### src/hdl/pcoeff_defines.svh
`ifndef PCOEFF_DEFINES_SVH
`define PCOEFF_DEFINES_SVH

// Per-batch widths
`define PCOEFF_COUNT_BITS 10
`define PCOEFF_SUM_BITS (`PCOEFF_COUNT_BITS + 8)
`define PERMUTE_COUNT 4

// Result FIFO sizing, 16 entries
`define RESULT_FIFO_DEPTH_LOG2 4
`define RESULT_FIFO_MARGIN 4

// AXI4-Lite byte offsets
`define REG_TOP0 8'h00
`define REG_TOP1 8'h04
`define REG_TOP2 8'h08
`define REG_TOP3 8'h0C
`define REG_BATCHES 8'h10
`define REG_BOTS 8'h14

`endif

### src/hdl/pcoeffPkg.sv
`include "pcoeff_defines.svh"

package pcoeffPkg;

    // Bot with its permutation mask, host side
    typedef struct packed {
        logic valid;
        logic [127:0] bot;
        logic [`PERMUTE_COUNT-1:0] permuteMask;
        logic lastOfBatch;
    } botIn_t;

    // One permuted copy heading for the aggregator
    typedef struct packed {
        logic valid;
        logic [127:0] bot;
        logic lastOfBatch;
    } permutedBot_t;

    typedef struct packed {
        logic [`PCOEFF_SUM_BITS-1:0] sum;
        logic [`PCOEFF_COUNT_BITS-1:0] count;
    } pcoeffResult_t;

    // Master-driven AXI4-Lite signals
    typedef struct packed {
        logic awvalid;
        logic [7:0] awaddr;
        logic wvalid;
        logic [31:0] wdata;
        logic [3:0] wstrb;
        logic bready;
        logic arvalid;
        logic [7:0] araddr;
        logic rready;
    } axiLiteReq_t;

    // Slave-driven AXI4-Lite signals
    typedef struct packed {
        logic awready;
        logic wready;
        logic bvalid;
        logic [1:0] bresp;
        logic arready;
        logic rvalid;
        logic [31:0] rdata;
        logic [1:0] rresp;
    } axiLiteRsp_t;

endpackage

### src/hdl/botPermuter.sv
`timescale 1ns/1ns

`include "pcoeff_defines.svh"

module botPermuter import pcoeffPkg::*; (
    input logic clk,
    input logic rst,
    input botIn_t botIn,
    output logic botReady,
    input logic holdOff,
    output permutedBot_t permOut
);

    logic [127:0] botReg;
    logic [`PERMUTE_COUNT-1:0] maskReg;
    logic [`PERMUTE_COUNT-1:0] lowBit;
    logic [`PERMUTE_COUNT-1:0] maskNext;
    logic lastReg;
    logic armed;
    logic busy;
    logic emitting;
    logic accept;

    // Truth table index bit k is the value of variable k
    function automatic logic [127:0] swapVariables(
        input logic [127:0] truthTable,
        input logic swap01,
        input logic swap23
    );
        logic [6:0] idx;
        logic [6:0] src;
        logic [127:0] res;
        for (int i = 0; i < 128; i++) begin
            idx = 7'(i);
            src = idx;
            if (swap01) begin
                src[1:0] = {idx[0], idx[1]};
            end
            if (swap23) begin
                src[3:2] = {idx[2], idx[3]};
            end
            res[i] = truthTable[src];
        end
        return res;
    endfunction

    // A pending marker keeps lastReg set with an empty mask
    assign busy = (|maskReg) || lastReg;
    assign emitting = busy && !holdOff;
    assign botReady = armed && !busy && !holdOff;
    assign accept = botIn.valid && botReady;

    // Lowest remaining mask bit picks the permutation
    assign lowBit = maskReg & (~maskReg + 1'b1);
    assign maskNext = maskReg & ~lowBit;

    assign permOut.valid = emitting && (|maskReg);
    assign permOut.bot = swapVariables(botReg, lowBit[1] | lowBit[3], lowBit[2] | lowBit[3]);
    assign permOut.lastOfBatch = emitting && lastReg && (maskNext == '0);

    always_ff @(posedge clk) begin
        if (rst) begin
            armed <= 1'b0;
            maskReg <= '0;
            lastReg <= 1'b0;
        end else begin
            armed <= 1'b1;
            if (accept) begin
                maskReg <= botIn.permuteMask;
                lastReg <= botIn.lastOfBatch;
            end else if (emitting) begin
                maskReg <= maskNext;
                if (maskNext == '0) begin
                    lastReg <= 1'b0;
                end
            end
        end
    end

    always_ff @(posedge clk) begin
        if (accept) begin
            botReg <= botIn.bot;
        end
    end

endmodule

### src/hdl/pcoeffAggregator.sv
`timescale 1ns/1ns

`include "pcoeff_defines.svh"

module pcoeffAggregator import pcoeffPkg::*; (
    input logic clk,
    input logic rst,
    input logic [127:0] sharedTop,
    input permutedBot_t permIn,
    output logic resultWrite,
    output pcoeffResult_t resultOut,
    output logic botCounted
);

    localparam int SUM_BITS = `PCOEFF_SUM_BITS;
    localparam int COUNT_BITS = `PCOEFF_COUNT_BITS;

    logic s1Valid;
    logic s1Last;
    logic [7:0] s1Pop;
    logic [SUM_BITS-1:0] sumAcc;
    logic [COUNT_BITS-1:0] countAcc;
    logic [SUM_BITS-1:0] sumNext;
    logic [COUNT_BITS-1:0] countNext;

    // Ones in a 128 bit word, at most 128
    function automatic logic [7:0] popCount128(input logic [127:0] word);
        logic [7:0] total;
        total = '0;
        for (int i = 0; i < 128; i++) begin
            total = total + 8'(word[i]);
        end
        return total;
    endfunction

    assign botCounted = permIn.valid;

    // Stage 1
    always_ff @(posedge clk) begin
        if (rst) begin
            s1Valid <= 1'b0;
            s1Last <= 1'b0;
        end else begin
            s1Valid <= permIn.valid;
            s1Last <= permIn.lastOfBatch;
        end
        s1Pop <= popCount128(permIn.bot & sharedTop);
    end

    // Running totals including the item in stage 1
    assign sumNext = s1Valid ? sumAcc + SUM_BITS'(s1Pop) : sumAcc;
    assign countNext = countAcc + COUNT_BITS'(s1Valid);

    // Stage 2, closes the batch on lastOfBatch
    always_ff @(posedge clk) begin
        if (rst) begin
            sumAcc <= '0;
            countAcc <= '0;
            resultWrite <= 1'b0;
        end else begin
            resultWrite <= s1Last;
            if (s1Last) begin
                sumAcc <= '0;
                countAcc <= '0;
            end else begin
                sumAcc <= sumNext;
                countAcc <= countNext;
            end
        end
        if (s1Last) begin
            resultOut.sum <= sumNext;
            resultOut.count <= countNext;
        end
    end

endmodule

### src/hdl/resultFifo.sv
`timescale 1ns/1ns

`include "pcoeff_defines.svh"

module resultFifo import pcoeffPkg::*; (
    input logic clk,
    input logic rst,
    input logic writeEnable,
    input pcoeffResult_t dataIn,
    output logic almostFull,
    input logic readEnable,
    output pcoeffResult_t dataOut,
    output logic empty
);

    localparam int DEPTH_LOG2 = `RESULT_FIFO_DEPTH_LOG2;
    localparam int DEPTH = 1 << DEPTH_LOG2;
    localparam logic [DEPTH_LOG2:0] CAPACITY = {1'b1, {DEPTH_LOG2{1'b0}}};
    localparam logic [DEPTH_LOG2:0] ALMOST_LEVEL =
        CAPACITY - (DEPTH_LOG2 + 1)'(`RESULT_FIFO_MARGIN);

    pcoeffResult_t mem [DEPTH];
    logic [DEPTH_LOG2-1:0] wrPtr;
    logic [DEPTH_LOG2-1:0] rdPtr;
    logic [DEPTH_LOG2:0] count;
    logic doWrite;
    logic doRead;

    assign empty = (count == '0);
    assign almostFull = (count >= ALMOST_LEVEL);
    assign doWrite = writeEnable && (count != CAPACITY);
    assign doRead = readEnable && !empty;

    // Head entry shown without a read latency
    assign dataOut = mem[rdPtr];

    always_ff @(posedge clk) begin
        if (doWrite) begin
            mem[wrPtr] <= dataIn;
        end
    end

    always_ff @(posedge clk) begin
        if (rst) begin
            wrPtr <= '0;
            rdPtr <= '0;
            count <= '0;
        end else begin
            if (doWrite) begin
                wrPtr <= wrPtr + 1'b1;
            end
            if (doRead) begin
                rdPtr <= rdPtr + 1'b1;
            end
            case ({doWrite, doRead})
                2'b10: count <= count + 1'b1;
                2'b01: count <= count - 1'b1;
                default: count <= count;
            endcase
        end
    end

endmodule

### src/hdl/pcoeffConfigRegs.sv
`timescale 1ns/1ns

`include "pcoeff_defines.svh"

module pcoeffConfigRegs import pcoeffPkg::*; (
    input logic clk,
    input logic rst,
    input axiLiteReq_t axiReq,
    output axiLiteRsp_t axiRsp,
    output logic [127:0] sharedTop,
    input logic batchDone,
    input logic botCounted
);

    localparam logic [1:0] RESP_OKAY = 2'b00;

    logic [31:0] topWords [4];
    logic [31:0] batchCount;
    logic [31:0] botCount;
    logic bvalidReg;
    logic rvalidReg;
    logic [31:0] rdataReg;
    logic writeAccept;
    logic readAccept;
    logic writeHit;
    logic [1:0] writeIndex;
    logic [31:0] readValue;

    // Address and data taken together, one response outstanding
    assign writeAccept = axiReq.awvalid && axiReq.wvalid && !bvalidReg;
    assign readAccept = axiReq.arvalid && !rvalidReg;

    always_comb begin
        writeHit = 1'b1;
        writeIndex = 2'd0;
        case (axiReq.awaddr)
            `REG_TOP0: writeIndex = 2'd0;
            `REG_TOP1: writeIndex = 2'd1;
            `REG_TOP2: writeIndex = 2'd2;
            `REG_TOP3: writeIndex = 2'd3;
            // Counters and holes ignore writes
            default: writeHit = 1'b0;
        endcase
    end

    always_comb begin
        case (axiReq.araddr)
            `REG_TOP0: readValue = topWords[0];
            `REG_TOP1: readValue = topWords[1];
            `REG_TOP2: readValue = topWords[2];
            `REG_TOP3: readValue = topWords[3];
            `REG_BATCHES: readValue = batchCount;
            `REG_BOTS: readValue = botCount;
            default: readValue = '0;
        endcase
    end

    always_ff @(posedge clk) begin
        if (rst) begin
            for (int w = 0; w < 4; w++) begin
                topWords[w] <= '0;
            end
            batchCount <= '0;
            botCount <= '0;
            bvalidReg <= 1'b0;
            rvalidReg <= 1'b0;
        end else begin
            if (writeAccept && writeHit) begin
                for (int b = 0; b < 4; b++) begin
                    if (axiReq.wstrb[b]) begin
                        topWords[writeIndex][8*b +: 8] <= axiReq.wdata[8*b +: 8];
                    end
                end
            end
            if (writeAccept) begin
                bvalidReg <= 1'b1;
            end else if (axiReq.bready) begin
                bvalidReg <= 1'b0;
            end
            if (readAccept) begin
                rvalidReg <= 1'b1;
            end else if (axiReq.rready) begin
                rvalidReg <= 1'b0;
            end
            if (batchDone) begin
                batchCount <= batchCount + 1'b1;
            end
            if (botCounted) begin
                botCount <= botCount + 1'b1;
            end
        end
        if (readAccept) begin
            rdataReg <= readValue;
        end
    end

    assign sharedTop = {topWords[3], topWords[2], topWords[1], topWords[0]};

    always_comb begin
        axiRsp.awready = writeAccept;
        axiRsp.wready = writeAccept;
        axiRsp.bvalid = bvalidReg;
        axiRsp.bresp = RESP_OKAY;
        axiRsp.arready = !rvalidReg;
        axiRsp.rvalid = rvalidReg;
        axiRsp.rdata = rdataReg;
        axiRsp.rresp = RESP_OKAY;
    end

endmodule

### src/hdl/aggregatingPermutePipeline.sv
`timescale 1ns/1ns

module aggregatingPermutePipeline import pcoeffPkg::*; (
    input logic clk,
    input logic rst,
    input botIn_t botIn,
    output logic botReady,
    input logic grabResults,
    output logic resultsAvailable,
    output pcoeffResult_t result,
    input axiLiteReq_t axiReq,
    output axiLiteRsp_t axiRsp
);

    logic [127:0] sharedTop;
    permutedBot_t permutedBot;
    pcoeffResult_t aggregateResult;
    logic resultWrite;
    logic botCounted;
    logic fifoAlmostFull;
    logic fifoEmpty;

    pcoeffConfigRegs i_pcoeffConfigRegs (
        .clk(clk),
        .rst(rst),
        .axiReq(axiReq),
        .axiRsp(axiRsp),
        .sharedTop(sharedTop),
        .batchDone(resultWrite),
        .botCounted(botCounted)
    );

    // Almost full stalls the permuter before the FIFO can overflow
    botPermuter i_botPermuter (
        .clk(clk),
        .rst(rst),
        .botIn(botIn),
        .botReady(botReady),
        .holdOff(fifoAlmostFull),
        .permOut(permutedBot)
    );

    pcoeffAggregator i_pcoeffAggregator (
        .clk(clk),
        .rst(rst),
        .sharedTop(sharedTop),
        .permIn(permutedBot),
        .resultWrite(resultWrite),
        .resultOut(aggregateResult),
        .botCounted(botCounted)
    );

    resultFifo i_resultFifo (
        .clk(clk),
        .rst(rst),
        .writeEnable(resultWrite),
        .dataIn(aggregateResult),
        .almostFull(fifoAlmostFull),
        .readEnable(grabResults),
        .dataOut(result),
        .empty(fifoEmpty)
    );

    assign resultsAvailable = !fifoEmpty;

endmodule

### config.mk
export PLATFORM = sky130hd
export DESIGN_NAME = aggregatingPermutePipeline
export DESIGN_NICKNAME = d
export VERILOG_FILES = /design/src/hdl/pcoeffPkg.sv /design/src/hdl/botPermuter.sv /design/src/hdl/pcoeffAggregator.sv /design/src/hdl/resultFifo.sv /design/src/hdl/pcoeffConfigRegs.sv /design/src/hdl/aggregatingPermutePipeline.sv
export VERILOG_INCLUDE_DIRS = /design/src /design/src/hdl
export SDC_FILE = /design/constraint.sdc
export NUM_CORES = 1
export LEC_CHECK = 0
export BUFFER_PORTS_ARGS = -buffer_cell sky130_fd_sc_hd__buf_2
export CAP_MARGIN = 20
export CORE_ASPECT_RATIO = 1.75
export CORE_MARGIN = 2
export CORE_UTILIZATION = 45
export DETAILED_ROUTE_END_ITERATION = 12
export GPL_TIMING_DRIVEN = 0
export PLACE_DENSITY = 0.64
export SYNTH_ARGS = -nofsm -noshare
export SYNTH_HDL_FRONTEND = slang
export SYNTH_SLANG_ARGS = --single-unit
### constraint.sdc
create_clock -name clk -period 10.45 [get_ports clk]
set_clock_uncertainty 0.1 [all_clocks]
set_input_delay 1.5675 -clock clk [delete_from_list [all_inputs] [get_ports clk]]
set_output_delay 1.5675 -clock clk [all_outputs]
set_load 0.1 [all_outputs]
==> metrics.md, run 1 <==
| Metric | Value |
|---|---|
| Cell with the most instances after synthesis | `edfxtp_1` |
| Unrepaired setup endpoints after global routing | `false` |
| Slew Limit Fails | `0` |
| FMAX | `0.09835 GHz` |
| Area grow syn2layout | `15.63%` |
| Placed Area | `43530 sq um` |
| Die width | `229.8 um` |
| Ys flop type | `edfxtp_1` |
| Setup CP Type | `reg -> reg` |
| Share of layout cells above drive strength 1 | `0.2265` |
| Final setup violation count | `0` |
| Hpwl dp | `91210 um` |
| Starting density of the core | `0.4518` |
| Fin area | `46440 sq um` |
| Detail Route Antenna Nets | `0` |
| IO Pins | `265` |
| Final Hold Viols | `0` |
| GPL Wtd Cong | `0.9809` |
| Clk_lat worst skew | `0.68 ns` |
| WL final | `118100 um` |
| GRT Overall Usage | `0.2611` |
| Largest net degree at the start of global routing | `74` |
| Antenna violations before repair | `6` |
| DR WL/cell | `27.81 um` |
| CP most frequent cell | `fa_1` |
| CTS tree | `yes` |
| Outcome | `completed` |
| Synthesized netlist cell count | `2626` |
| GRT overflow | `0` |
| # clock sinks | `892` |
| Library cells used by synthesis | `68` |
| Pwr dens | `255.5 nW/um^2` |
| Cts bufs inserted | `81` |
| Root Buffer | `clkbuf_16` |
| R2r setup slk | `0.28 ns` |
| Sequential element share of the synthesized area | `0.6351` |
| Row Count | `145` |
| VDD IR-drop max | `0.5340 mV` |
| IO Port Bufs | `258` |
| Non-filler cells, final | `4248` |
| Maxcap violations | `0` |
| Core area | `88900 sq um` |
| CP Max Fanout | `10` |
| CP Capture Type | `flop` |
| First-pass GRT wire length | `169900 um` |
| DR pass1 iterations | `6` |
| DP Worst Slack | `-0.6518 ns` |
| Critical path's largest stage delay | `0.79 ns` |
| Leading area contributor after synthesis | `edfxtp_1` |
| Detailed-route DRC error count | `0` |
| EDFF count, synth | `764` |
| DIE AREA | `91750 sq um` |
| Min-delay worst type | `reg -> reg` |
| Worst Max-Slew Pin Slew | `1.123 ns` |
| Post-CTS Setup Bufs | `0` |
| CTS Buffer Depth | `3` |
| Area share of the largest cell type after synthesis | `0.5713` |
| Die height | `399.2 um` |
| Filler instances | `7269` |
| Critical path data required time | `10.86 ns` |
| Final min period | `10.17 ns` |
| Synthesized flop and latch total | `892` |
| Vias per cell | `5.530` |
| Startpoint class of the critical path | `flop` |
| Slowest library cell on the worst path | `fa_1` |
| Post-synth top cells | `edfxtp_1, nand2_1, mux4_2, inv_1, and2_1` |
| Clock transition at the registers of the reported paths | `0.07 ns` |
| Via Count | `23490` |
| Arr. time, crit path | `10.57 ns` |
| Final layout net count | `3359` |
| H-tree Lvls | `3` |
| Max-slew headroom | `0.2513` |
| Mapped cell area | `40160 sq um` |
| Avg Inst Size Synth | `15.29 sq um` |
| Leakage | `16.87 nW` |
| Iter 0 DRT Violations | `1818` |
| Final Cycle Share | `0.9730` |
| Final WS setup | `0.2825 ns` |
| Dpl cells | `4093` |
| Asr flop ratio synth | `0` |
| Synthesis warning total | `0` |
| Vias in the first global route | `24887` |
| Area contributors post-synth | `edfxtp_1, mux4_2, dfxtp_1, fa_1, nand2_1` |
## kinds of logic (layout without fill, tap and decap cells)
kind of cell | Yosys count | in the layout | share of synthesized area
flops | 892 | 892 | 0.6351
simple gates | 802 | 802 | 0.1018
buf+inv | 295 | 735 | 0.02894
mux | 245 | 245 | 0.1204
fa+ha+maj | 165 | 165 | 0.07321
compound gates | 144 | 144 | 0.02268
xor+xnor | 82 | 82 | 0.01788
other cells | 1 | 7 | 0.00009337
## worst max-delay path: cells and delay by family, from the launching register on
| kind | cells | cell delay (ns) |
|---|---|---|
| flops | 1 | 0.30 |
| fa+ha+maj | 12 | 6.40 |
| buf+inv | 9 | 1.54 |
| simple gates | 7 | 0.94 |
| compound gates | 3 | 0.70 |
## cells in the final DEF, fill, tap and decap left out, types with 14 or more instances in the layout
cell	netlist	routed
and2_1	131	131
nand3_1	38	38
clkbuf_16	0	86
ha_1	47	47
buf_1	16	16
o22ai_1	33	33
edfxtp_1	764	764
clkbuf_1	82	92
a21boi_0	21	20
and3_1	52	52
mux2i_1	51	51
xnor2_1	40	40
nor4_1	18	18
or2_2	14	14
nor2_1	112	100
a21oi_1	31	31
dfxtp_1	128	127
fa_1	117	117
nand2_1	326	326
xor2_1	42	42
o21ai_0	23	23
buf_2	17	277
nand4_1	23	23
mux4_2	190	190
nor3_1	18	14
inv_1	171	171
## state kept, by name, indices dropped and copies added (netlist names), 4 cells and up, named ones only
register,count
i_resultFifo.mem,448
i_resultFifo.count,5
i_pcoeffAggregator.s1Pop,8
i_botPermuter.maskReg,4
i_pcoeffAggregator.sumAcc,18
i_pcoeffConfigRegs.topWords,128
i_pcoeffAggregator.countAcc,10
i_pcoeffAggregator.resultOut,28
i_botPermuter.botReg,128
i_pcoeffConfigRegs.rdataReg,32
i_resultFifo.rdPtr,4
i_pcoeffConfigRegs.botCount,32
i_resultFifo.wrPtr,4
i_pcoeffConfigRegs.batchCount,32
## per-layer routing
metal | part of all wire | global-route usage | wire length [um]
met1 | 0.33 | 0.2709 | 39260
met5 | 0.00021 | 0 | 25
met2 | 0.54 | 0.4870 | 64090
met3 | 0.044 | 0.02737 | 5202
met4 | 0.081 | 0.1902 | 9552
## per-stage QoR
step | total power [mW] | setup TNS, ns | utilization | hold slack, ns
after floorplan | 7.335 | 0 | - | 0.3528
after global placement | 8.678 | -1.121 | 0.4830 | 0.3739
after detailed placement | 8.782 | -1.401 | 0.4896 | 0.3785
after CTS | 11.97 | 0 | 0.5217 | 0.3960
after global routing | 12.64 | 0 | 0.5223 | 0.4090
final | 11.86 | 0 | 0.5224 | 0.3938
## worst paths after layout
check,to,from,cells after the start
setup / recovery,i_pcoeffAggregator.s1Pop[6],i_botPermuter.maskReg[2],31
hold / removal,i_pcoeffConfigRegs.bvalidReg,i_pcoeffConfigRegs.bvalidReg,2
setup reg to reg,i_pcoeffAggregator.s1Pop[6],i_botPermuter.maskReg[2],31
hold reg to reg,i_pcoeffConfigRegs.bvalidReg,i_pcoeffConfigRegs.bvalidReg,2
## report_power, final
part | internal, mW | total (mW) | switching [mW]
clock | 1.85 | 3.20 | 1.35
sequential | 4.00 | 4.05 | 0.0554
combinational | 1.89 | 4.61 | 2.72
## what timing repair did
action | in CTS | in global routing
hold buffers | 0 | 0
gates resized for setup | 3 | 10
setup endpoints to repair | 5 | 1
## final cells by class
cell class / instances / area, sq um / area share
repair buffers: 291 / 1803 / 0.03882
clock inverters: 43 / 573.1 / 0.01234
flip-flops and latches: 892 / 25510 / 0.5492
plain buffers: 122 / 525.5 / 0.01132
clock buffers: 108 / 2275 / 0.04898
inverters: 171 / 641.9 / 0.01382
multi-input cells: 1442 / 13640 / 0.2936
well taps: 1176 / 1471 / 0.03168
diodes: 3 / 7.507 / 0.0001617
Power figures use the tool's default switching activity.
==> run 2: changes to the inputs <==
- SETUP_SLACK_MARGIN: default -> 0.3
==> metrics.md, run 2 (same netlist as run 1, synthesis figures left out) <==
| Metric | Value |
|---|---|
| Final Hold Viols | `0` |
| # clock sinks | `892` |
| Hold Path Depth | `2` |
| GRT overflow | `0` |
| FMAX | `0.1021 GHz` |
| Critical path data required time | `10.86 ns` |
| Dpl cells | `4093` |
| Final setup violation count | `0` |
| CP most frequent cell | `fa_1` |
| IO Port Bufs | `258` |
| VDD IR-drop max | `0.5346 mV` |
| Final min period | `9.793 ns` |
| Detail Route Antenna Nets | `0` |
| Core area | `88900 sq um` |
| Wl on met1 | `38980 um` |
| Final layout net count | `3361` |
| Highest Signal Layer | `met5` |
| Clk pwr share | `0.270` |
| CP Max Fanout | `10` |
| Critical path's largest stage delay | `0.71 ns` |
| CTS Buffer Depth | `3` |
| Outcome | `completed` |
| Slowest library cell on the worst path | `fa_2` |
| Detailed-route DRC error count | `0` |
| Area grow syn2layout | `15.74%` |
| Logic gate share of total power | `0.389` |
| Pwr dens | `255.4 nW/um^2` |
| Clock transition at the registers of the reported paths | `0.07 ns` |
| Biggest regs | `i_resultFifo.mem (448), i_botPermuter.botReg (128), i_pcoeffConfigRegs.topWords (128)` |
| First-pass GRT wire length | `170000 um` |
| Die width | `229.8 um` |
| IO Pins | `265` |
| Largest net degree at the start of global routing | `74` |
| Hpwl dp | `91210 um` |
| DR WL/cell | `27.84 um` |
| H-tree Lvls | `3` |
| Setup TNS | `0 ns` |
| Met2 Routed Length | `63790 um` |
| CP Capture Type | `flop` |
| Setup CP Type | `reg -> reg` |
| Row Count | `145` |
| Switching Fraction | `0.3478` |
| Switching pwr | `4.128 mW` |
| Leakage | `16.91 nW` |
| Most frequent cells in the layout | `edfxtp_1, nand2_1, buf_2` |
| Startpoint class of the critical path | `flop` |
| Internal Power | `7.742 mW` |
| Iter 0 DRT Violations | `1788` |
| Via Count | `23571` |
| Met3 routed WL | `5386 um` |
| Arr. time, crit path | `10.20 ns` |
| PostCTS Resize Cnt | `13` |
| Final WS setup | `0.6574 ns` |
| DIE AREA | `91750 sq um` |
| FF-to-FF path depth | `31` |
| Root Buffer | `clkbuf_16` |
| Max reg flops | `448` |
| Die height | `399.2 um` |
| DR pass1 iterations | `5` |
| Worst Max-Slew Pin Slew | `1.122 ns` |
| CTS tree | `yes` |
| Slew Limit Fails | `0` |
| Max-slew headroom | `0.2454` |
| WL final | `118300 um` |
| Final Cycle Share | `0.9371` |
| Antenna violations before repair | `6` |
| Maxcap violations | `0` |
| GRT Overall Usage | `0.2616` |
| Post-CTS Setup Bufs | `0` |
| Vias per cell | `5.547` |
| Cts bufs inserted | `81` |
| Most flop-heavy register | `i_resultFifo.mem` |
| Non-filler cells, final | `4249` |
| Vias in the first global route | `24883` |
| Sequential fraction of design power | `0.341` |
| GPL Wtd Cong | `0.9809` |
| DP Worst Slack | `-0.6518 ns` |
| Min-delay worst type | `reg -> reg` |
| Commonest non-fill, non-tap cell in the layout | `edfxtp_1` |
| Unrepaired setup endpoints after global routing | `false` |
| Starting density of the core | `0.4518` |
| Clk_lat worst skew | `0.68 ns` |
| # hold bufs at CTS | `0` |
| Share of layout cells above drive strength 1 | `0.2305` |
run 2: power by group through the flow:
stage	logic [mW]	clock network, mW	registers [mW]
after floorplan	3.19	0	4.15
after global placement	4.55	0	4.13
after detailed placement	4.66	0	4.13
after CTS	4.68	3.25	4.05
after global routing	5.21	3.37	4.05
final	4.62	3.20	4.05
run 2: critical path: cells and delay by family (launching register included):
kind                     cells  cell delay, ns
AO/OA/AOI/OAI                3            0.51
adder cells (fa/ha/maj)     12            6.30
buffers and inverters        9            1.29
flip-flops                   1            0.33
AND/OR/NAND/NOR              7            1.04
run 2: worst paths after layout:
check / start / end / slack [ns]
worst min register to register: i_pcoeffConfigRegs.bvalidReg / i_pcoeffConfigRegs.bvalidReg / 0.39
worst min-delay path: i_pcoeffConfigRegs.bvalidReg / i_pcoeffConfigRegs.bvalidReg / 0.39
worst max register to register: i_botPermuter.maskReg[3] / i_pcoeffAggregator.s1Pop[6] / 0.66
worst max-delay path: i_botPermuter.maskReg[3] / i_pcoeffAggregator.s1Pop[6] / 0.66
run 2: cell type report:
| type | count | area (sq um) |
|---|---|---|
| fill | 7268 | 42420 |
| sequential | 892 | 25510 |
| multi-input combinational | 1442 | 13660 |
| clock buffer | 108 | 2275 |
| timing repair buffer | 291 | 1803 |
| tap | 1176 | 1471 |
| inverter | 171 | 641.9 |
| clock inverter | 43 | 573.1 |
| buffer | 124 | 548.0 |
| antenna | 2 | 5.005 |
run 2: through the flow:
stage / total power, mW / area [sq um] / hold slack, ns / util
final: 11.87 / 46480 / 0.3941 / 0.5229
after floorplan: 7.335 / 40170 / 0.3528 / -
after global placement: 8.678 / 42930 / 0.3739 / 0.4830
after CTS: 11.98 / 46410 / 0.3960 / 0.5220
after detailed placement: 8.782 / 43530 / 0.3785 / 0.4896
after global routing: 12.64 / 46480 / 0.4090 / 0.5228
run 2: routing by layer:
layer,up-vias,GRT usage
li1,10399,-
met1,11950,0.2712
met2,949,0.4851
met3,269,0.02701
met4,4,0.1977
met5,-,0
